File: src/source/bvb_pkg.sv
package bvb_pkg;

	////////////////////////////////////////////////////////////
	// channel geometry
	////////////////////////////////////////////////////////////

	localparam int NUM_CHANNEL = 4;                      // at least 3, keeps 3 items apart
	localparam int CHAN_BITS = $clog2(NUM_CHANNEL);      // width of a channel index

	////////////////////////////////////////////////////////////
	// vector memory
	////////////////////////////////////////////////////////////

	localparam int COL_ID_BITS = 8;                      // column id is the RAM address
	localparam int VEC_VAL_BITS = 8;                     // one vector value per word
	localparam int VEC_WORDS = 1 << COL_ID_BITS;         // whole column range

	////////////////////////////////////////////////////////////
	// value FIFOs
	////////////////////////////////////////////////////////////

	localparam int FIFO_DEPTH = 8;                       // power of two
	localparam int FIFO_AW = $clog2(FIFO_DEPTH);         // pointer width, wraps naturally

	////////////////////////////////////////////////////////////
	// types
	////////////////////////////////////////////////////////////

	typedef logic [COL_ID_BITS-1:0] col_id_t;
	typedef logic [VEC_VAL_BITS-1:0] vec_val_t;

	// one bit per channel for empty, full and enable vectors
	typedef logic [NUM_CHANNEL-1:0] chan_mask_t;

	// word presented on the load port
	typedef struct packed {
		col_id_t addr;                                   // RAM word to write
		vec_val_t val;                                   // value stored there
	} vec_load_t;

	// four-phase load handshake
	typedef enum logic {
		LOAD_IDLE = 1'b0,                                // waiting for load_req
		LOAD_ACK = 1'b1                                  // word written, ack held high
	} load_state_t;

endpackage

File: src/source/bvb.sv
`timescale 1ns/10ps

module bvb (
	input  logic                                        clk,
	input  logic                                        rst,
	input  logic                                        start,
	input  bvb_pkg::col_id_t [bvb_pkg::NUM_CHANNEL-1:0] id,
	input  bvb_pkg::chan_mask_t                         id_empty,
	output bvb_pkg::chan_mask_t                         id_rd_en,
	output bvb_pkg::vec_val_t [bvb_pkg::NUM_CHANNEL-1:0] val,
	output bvb_pkg::chan_mask_t                         val_empty,
	input  bvb_pkg::chan_mask_t                         val_rd_en,
	input  bvb_pkg::vec_load_t                          load,
	input  logic                                        load_req,
	output logic                                        load_ack
);

	bvb_pkg::col_id_t    lookup_addr;
	bvb_pkg::vec_val_t   rd_data;     // shared by every value FIFO
	bvb_pkg::chan_mask_t val_wr_en;
	bvb_pkg::chan_mask_t full_mask;

	////////////////////////////////////////////////////////////
	// scheduler and vector memory
	////////////////////////////////////////////////////////////

	channel_scheduler u_sched (
		.clk         (clk),
		.rst         (rst),
		.start       (start),
		.id          (id),
		.id_empty    (id_empty),
		.full_mask   (full_mask),
		.id_rd_en    (id_rd_en),
		.lookup_addr (lookup_addr),
		.val_wr_en   (val_wr_en)
	);

	vector_ram u_ram (
		.clk         (clk),
		.rst         (rst),
		.lookup_addr (lookup_addr),
		.rd_data     (rd_data),
		.load        (load),
		.load_req    (load_req),
		.load_ack    (load_ack)
	);

	////////////////////////////////////////////////////////////
	// per-channel value FIFOs
	////////////////////////////////////////////////////////////

	for (genvar g = 0; g < bvb_pkg::NUM_CHANNEL; g++) begin : g_fifo
		value_fifo u_fifo (
			.clk   (clk),
			.rst   (rst),
			.din   (rd_data),
			.we    (val_wr_en[g]), // only the served channel
			.re    (val_rd_en[g]),
			.dout  (val[g]),
			.full  (full_mask[g]),
			.empty (val_empty[g])
		);
	end

endmodule

File: src/source/channel_scheduler.sv
`timescale 1ns/10ps

module channel_scheduler (
	input  logic                                            clk,
	input  logic                                            rst,
	input  logic                                            start,
	input  bvb_pkg::col_id_t [bvb_pkg::NUM_CHANNEL-1:0]     id,
	input  bvb_pkg::chan_mask_t                             id_empty,
	input  bvb_pkg::chan_mask_t                             full_mask,
	output bvb_pkg::chan_mask_t                             id_rd_en,
	output bvb_pkg::col_id_t                                lookup_addr,
	output bvb_pkg::chan_mask_t                             val_wr_en
);

	// one item moving down the lookup pipeline
	typedef struct packed {
		logic                          valid;
		logic [bvb_pkg::CHAN_BITS-1:0] chan;
		bvb_pkg::col_id_t              addr;
	} stage_t;

	logic [bvb_pkg::CHAN_BITS-1:0] counter;
	logic                          accept;
	stage_t                        s1;  // address registered, RAM reading
	stage_t                        s2;  // RAM data valid, FIFO write

	////////////////////////////////////////////////////////////
	// round-robin selection
	////////////////////////////////////////////////////////////

	always_ff @(posedge clk or posedge rst) begin
		if (rst) begin
			counter <= '0;
		end else if (start) begin
			if (counter == bvb_pkg::CHAN_BITS'(bvb_pkg::NUM_CHANNEL - 1)) begin
				counter <= '0;
			end else begin
				counter <= counter + 1'b1;
			end
		end
	end

	// served channel needs an id and room for its value
	assign accept = start && !id_empty[counter] && !full_mask[counter];

	always_comb begin
		id_rd_en = '0;
		id_rd_en[counter] = accept; // at most one bit
	end

	////////////////////////////////////////////////////////////
	// lookup pipeline
	////////////////////////////////////////////////////////////

	always_ff @(posedge clk or posedge rst) begin
		if (rst) begin
			s1 <= '0;
			s2 <= '0;
		end else if (start) begin
			s1.valid <= accept;
			s1.chan <= counter;
			s1.addr <= id[counter]; // gathered id becomes the RAM address
			s2 <= s1;
		end
	end

	// while stalled, keep re-reading the word of the item waiting
	// to be written so the RAM output does not move on under it
	assign lookup_addr = start ? s1.addr : s2.addr;

	always_comb begin
		val_wr_en = '0;
		val_wr_en[s2.chan] = start && s2.valid; // data at RAM output now
	end

endmodule

File: src/source/value_fifo.sv
`timescale 1ns/10ps

module value_fifo (
	input  logic              clk,
	input  logic              rst,
	input  bvb_pkg::vec_val_t din,
	input  logic              we,
	input  logic              re,
	output bvb_pkg::vec_val_t dout,
	output logic              full,
	output logic              empty
);

	////////////////////////////////////////////////////////////
	// storage
	////////////////////////////////////////////////////////////

	bvb_pkg::vec_val_t mem [bvb_pkg::FIFO_DEPTH];

	logic [bvb_pkg::FIFO_AW-1:0] wp;
	logic [bvb_pkg::FIFO_AW-1:0] rp;
	logic [bvb_pkg::FIFO_AW-1:0] wp_pl1;
	logic [bvb_pkg::FIFO_AW-1:0] rp_pl1;
	logic                        gb;  // guard bit, tells full from empty

	always_ff @(posedge clk) begin
		if (we) begin
			mem[wp] <= din;
		end
	end

	// head word straight out of the array
	assign dout = mem[rp];

	////////////////////////////////////////////////////////////
	// pointers
	////////////////////////////////////////////////////////////

	assign wp_pl1 = wp + 1'b1; // wraps at FIFO_DEPTH
	assign rp_pl1 = rp + 1'b1;

	always_ff @(posedge clk or posedge rst) begin
		if (rst) begin
			wp <= '0;
		end else if (we) begin
			wp <= wp_pl1;
		end
	end

	always_ff @(posedge clk or posedge rst) begin
		if (rst) begin
			rp <= '0;
		end else if (re) begin
			rp <= rp_pl1;
		end
	end

	////////////////////////////////////////////////////////////
	// flags
	////////////////////////////////////////////////////////////

	always_ff @(posedge clk or posedge rst) begin
		if (rst) begin
			gb <= 1'b0;
		end else if (we && !re && (wp_pl1 == rp)) begin
			gb <= 1'b1; // this write fills the last slot
		end else if (re && !we) begin
			gb <= 1'b0; // any pop leaves room
		end
	end

	assign empty = (wp == rp) && !gb;
	assign full = (wp == rp) && gb;

endmodule

File: src/source/vector_ram.sv
`timescale 1ns/10ps

module vector_ram (
	input  logic               clk,
	input  logic               rst,
	input  bvb_pkg::col_id_t   lookup_addr,
	output bvb_pkg::vec_val_t  rd_data,
	input  bvb_pkg::vec_load_t load,
	input  logic               load_req,
	output logic               load_ack
);

	////////////////////////////////////////////////////////////
	// load handshake
	////////////////////////////////////////////////////////////

	bvb_pkg::load_state_t state;
	bvb_pkg::load_state_t state_nxt;
	logic                 wr_en;

	always_comb begin
		state_nxt = state;
		case (state)
			bvb_pkg::LOAD_IDLE: begin
				if (load_req) begin
					state_nxt = bvb_pkg::LOAD_ACK; // req seen, write now
				end
			end
			bvb_pkg::LOAD_ACK: begin
				if (!load_req) begin
					state_nxt = bvb_pkg::LOAD_IDLE; // master released req
				end
			end
			default: state_nxt = bvb_pkg::LOAD_IDLE;
		endcase
	end

	always_ff @(posedge clk or posedge rst) begin
		if (rst) begin
			state <= bvb_pkg::LOAD_IDLE;
		end else begin
			state <= state_nxt;
		end
	end

	// one write per handshake, on the way into LOAD_ACK
	assign wr_en = (state == bvb_pkg::LOAD_IDLE) && load_req;
	assign load_ack = (state == bvb_pkg::LOAD_ACK);

	////////////////////////////////////////////////////////////
	// storage
	////////////////////////////////////////////////////////////

	bvb_pkg::vec_val_t mem [bvb_pkg::VEC_WORDS];

	// single port, a write cycle keeps the last read word on rd_data
	always_ff @(posedge clk) begin
		if (wr_en) begin
			mem[load.addr] <= load.val;
		end else begin
			rd_data <= mem[lookup_addr]; // one cycle read latency
		end
	end

endmodule

File: config.mk
export PLATFORM = sky130hd
export DESIGN_NAME = bvb
export DESIGN_NICKNAME = d
export VERILOG_FILES = /design/src/source/bvb_pkg.sv /design/src/source/bvb.sv /design/src/source/channel_scheduler.sv /design/src/source/value_fifo.sv /design/src/source/vector_ram.sv
export SDC_FILE = /design/constraint.sdc
export NUM_CORES = 2
export LEC_CHECK = 0
export BUFFER_PORTS_ARGS = -buffer_cell sky130_fd_sc_hd__clkbuf_2
export CAP_MARGIN = 10
export CORE_ASPECT_RATIO = 2
export CORE_MARGIN = 5
export CORE_UTILIZATION = 60
export DETAILED_ROUTE_END_ITERATION = 10
export PLACE_DENSITY_LB_ADDON = 0.2
export SYNTH_ARGS = -nofsm -noshare
export SYNTH_HDL_FRONTEND = slang
export SYNTH_HIERARCHICAL = 1
export SYNTH_SLANG_ARGS = --single-unit
File: constraint.sdc
create_clock -name clk -period 6.7 [get_ports clk]
set_input_delay 1.34 -clock clk [delete_from_list [all_inputs] [get_ports clk]]
set_output_delay 1.34 -clock clk [all_outputs]
set_load 0.01 [all_outputs]
==> results.toml <==
[outcome]
outcome = "complete, no violations"

[clock_tree]
clockBufferDepth = 4
numCtsBuffers = 195
cts.sinks = 2365
cts_tree = "yes"
cts_resized = 0
root_buffer = "clkbuf_16"
post-cts-setup-buffers = 0
ctsHoldBuffers = 0
cts.clk_slew.worst_paths_ps = 60
worst_skew_pair.late_latency_ps = 840
htreeDepth = 4

[synthesis]
synthTopCellsByArea = "edfxtp_1 (75%), mux4_2 (12%), a22oi_1 (1.5%), dfrtp_1 (1.4%), mux2i_1 (1.3%)"
yosys.area.top_type = "edfxtp_1"
syn_area_per_cell_um2 = 21.1
synth_edf_count = 2312
synth_nets = 4436
yosysSeqAreaShare_pct = 76.7
synth_top_cell_area_share_pct = 75.2
synthArstFlopShare_pct = 2.24
ys_types = 55
yosys_most_used_dff = "edfxtp_1"
syn-cell-area_um2 = 92300
synthCells = 4364
synth_seq_cells = 2365
ys_warn_count = 6

[grt]
grt_max_degree = 189
grt-ovfl-total = 0
grt_pass1_vias = 46000
grt_usage_pct = 26.7
antenna_found_initial = 5
grt_pass1_wl_um = 314000

[layout]
nets = 4613
areaGrowthSynthToFinish_pct = 9.98
fin_util_pct = 66.4
instances_no_fill = 6747
final_area_um2 = 101000
n_fill_cell = 9796
drive_above_1_share_pct = 23.2

[timing]
fin_skew_ps = 47.7
final-setup-viol-count = 0
fin_crit_ps = 4680
worst_slew_pin_slew_ps = 1280
hold_viol = 0
slew_headroom_pct = 14.7
hold_slack_ps = 500
rsz0062_at_grt = "false"
timing.setup.tns_ps = 0
min_period_over_period_pct = 69.9
max_freq_mhz = 213
slew_viol_final = 0

[power_and_ir_drop]
power.internal_mw = 28.1
power.switching_mw = 12.2
p_per_area_nw_per_um2 = 397
seqPwrFrac_pct = 42.5
p_clk_share_pct = 27.8
ir_worst_vdd_mv = 0.262
swShare_pct = 30.2
p_comb_share_pct = 29.7
p_leak_nw = 31.9

[setup_path]
path_delay_family = "flip-flops"
r2r_end = "u_ram/rd_data[2]"
critPathMaxStageDelay_ps = 1050
cp.buffers_inverters = 1
crit_required_ps = 5360
worstSetupPathType = "reg -> out"
r2r_start = "u_sched/s1[0]"
critPathCaptureType = "output port"
path_cells = "xnor2_1 -> nand3_1 -> nor2_1 -> or2_0 -> mux4_2 -> and3b_1 -> clkbuf_2"
slowest_stage = "dfrtp_1"
r2r_slack_ps = 2580
worstPathMaxFanout = 20
worst_ep_arrival_time_ps = 3340
rr_worst_depth = 8
crit_path_start_kind = "flop"

[detailed_routing]
first_pass_iters = 5
final_antenna_net_count = 0
wl_um = 215000
wl_per_cell_um = 31.9
vias = 44100
drc = 0
first_iter_violations = 4184
vias_per_cell = 6.53

[placement]
dp_hpwl_um = 140000
placed_area_um2 = 95300
io_buffer_count = 100
dp.cells = 6393
gp_congestion = 0.905

[die]
die_h_um = 565
io_pins = 101
dieArea_um2 = 162000
rows = 203
die_w_um = 287
core_um2 = 153000
start_util_pct = 60.4

[min_path]
hold_path.class = "in -> async"

[job]
drv_cap = 0
[power by group through the flow]
stage                     Clock (mW)  Combinational [mW]  Sequential, mW
after global routing            12.0                12.5            17.1
after detailed placement           0                12.0            17.4
after floorplan                    0                8.14            17.3
final                           11.2                12.0            17.1
after CTS                       11.4                12.0            17.1
after global placement             0                11.9            17.4
[layout by cell type, fill, tap and decap left out, types with 33 or more instances in the layout]
cell type  instances
mux2i_1          122
nor2_1           316
a22oi_1          180
a21oi_1          116
nand2_1           56
buf_4            116
mux2_2            38
clkinv_2          37
o221ai_1          33
mux4_1            45
clkbuf_2          92
dfrtp_1           53
mux4_2           485
edfxtp_1        2312
clkbuf_1          37
clkbuf_16        197
clkinv_1          37
[area by class of cell]
class | count | area, um^2 | share of cell area (%)
Sequential cell | 2365 | 70800 | 69.7
Clock inverter | 114 | 1110 | 1.09
Timing Repair Buffer | 242 | 1950 | 1.92
Multi-Input combinational cell | 1717 | 20000 | 19.7
Antenna cell | 5 | 12.5 | 0.0123
Clock buffer | 234 | 5070 | 4.99
Tap cell | 2050 | 2560 | 2.53
Inverter | 20 | 77.6 | 0.0764
[cell usage after synthesis (9+ instances only)]
| cell | count |
|---|---|
| mux2_2 | 40 |
| edfxtp_1 | 2312 |
| ha_1 | 12 |
| nor3_1 | 27 |
| a211oi_1 | 12 |
| o22ai_1 | 21 |
| clkbuf_1 | 114 |
| buf_6 | 30 |
| mux2_4 | 28 |
| buf_4 | 27 |
| a21oi_1 | 116 |
| o21ai_0 | 14 |
| nor2b_1 | 15 |
| o221ai_1 | 33 |
| xor2_1 | 12 |
| nand4_1 | 9 |
| mux2i_1 | 122 |
| mux4_1 | 45 |
| xnor2_1 | 24 |
| nand3_1 | 31 |
| mux4_2 | 485 |
| a22oi_1 | 180 |
| buf_2 | 46 |
| nor2_1 | 318 |
| nand2b_1 | 21 |
| dfrtp_1 | 53 |
| inv_1 | 19 |
| buf_1 | 29 |
| a221oi_1 | 11 |
| nand2_1 | 56 |
| nor4_1 | 26 |
[flip-flops by register name (all words and copies together) (netlist names)]
name / count
u_ram/rd_data: 8
g_fifo.u_fifo/mem: 256
g_fifo.u_fifo/rp: 12
u_ram/mem: 2048
g_fifo.u_fifo/gb: 4
u_sched/s1: 11
g_fifo.u_fifo/wp: 12
u_sched/counter: 2
u_sched/s2: 11
u_ram/load_ack: 1
[metrics by stage]
| step | power (mW) | setup slack (ps) |
|---|---|---|
| after floorplan | 25.4 | 2650 |
| after global placement | 29.3 | 554 |
| after detailed placement | 29.4 | 1100 |
| after CTS | 40.5 | 1920 |
| after global routing | 41.6 | 1800 |
| final | 40.3 | 2020 |
[how the worst max path moves through the flow]
stage          slack (ps)                   start  depth (start not counted)          endpoint
4_1_cts              1920  g_fifo[2].u_fifo/rp[2]                          7       id_rd_en[2]
3_3_place_gp          550                   start                          9  u_ram/rd_data[4]
2_1_floorplan        2650                   start                         10  u_ram/rd_data[5]
5_1_grt              1800  g_fifo[0].u_fifo/rp[1]                          7       id_rd_en[2]
3_5_place_dp         1100                   start                          9  u_ram/rd_data[2]
6_report             2020  g_fifo[0].u_fifo/rp[1]                          7       id_rd_en[2]
[metal layers]
metal  track usage (%)  wire (um)  vias to the layer above
met1              30.6      70500                    23200
li1                  -          -                    18500
met4              15.1      14600                        0
met5                 0          0                        -
met3              3.34      12500                      528
met2              48.6     118000                     1825
[cell families (layout without fill, tap and decap cells)]
kind of cell	Yosys count	in the layout	share of synthesized area, %
AO/OA/AOI/OAI	409	409	3.03
XOR/XNOR	36	36	0.342
adder cells (fa/ha/maj)	12	12	0.163
buffers and inverters	282	610	1.80
flip-flops	2365	2365	76.7
multiplexers	720	720	15.4
other	0	5	0
AND/OR/NAND/NOR	540	540	2.61
(Power assumes the default switching activity.)
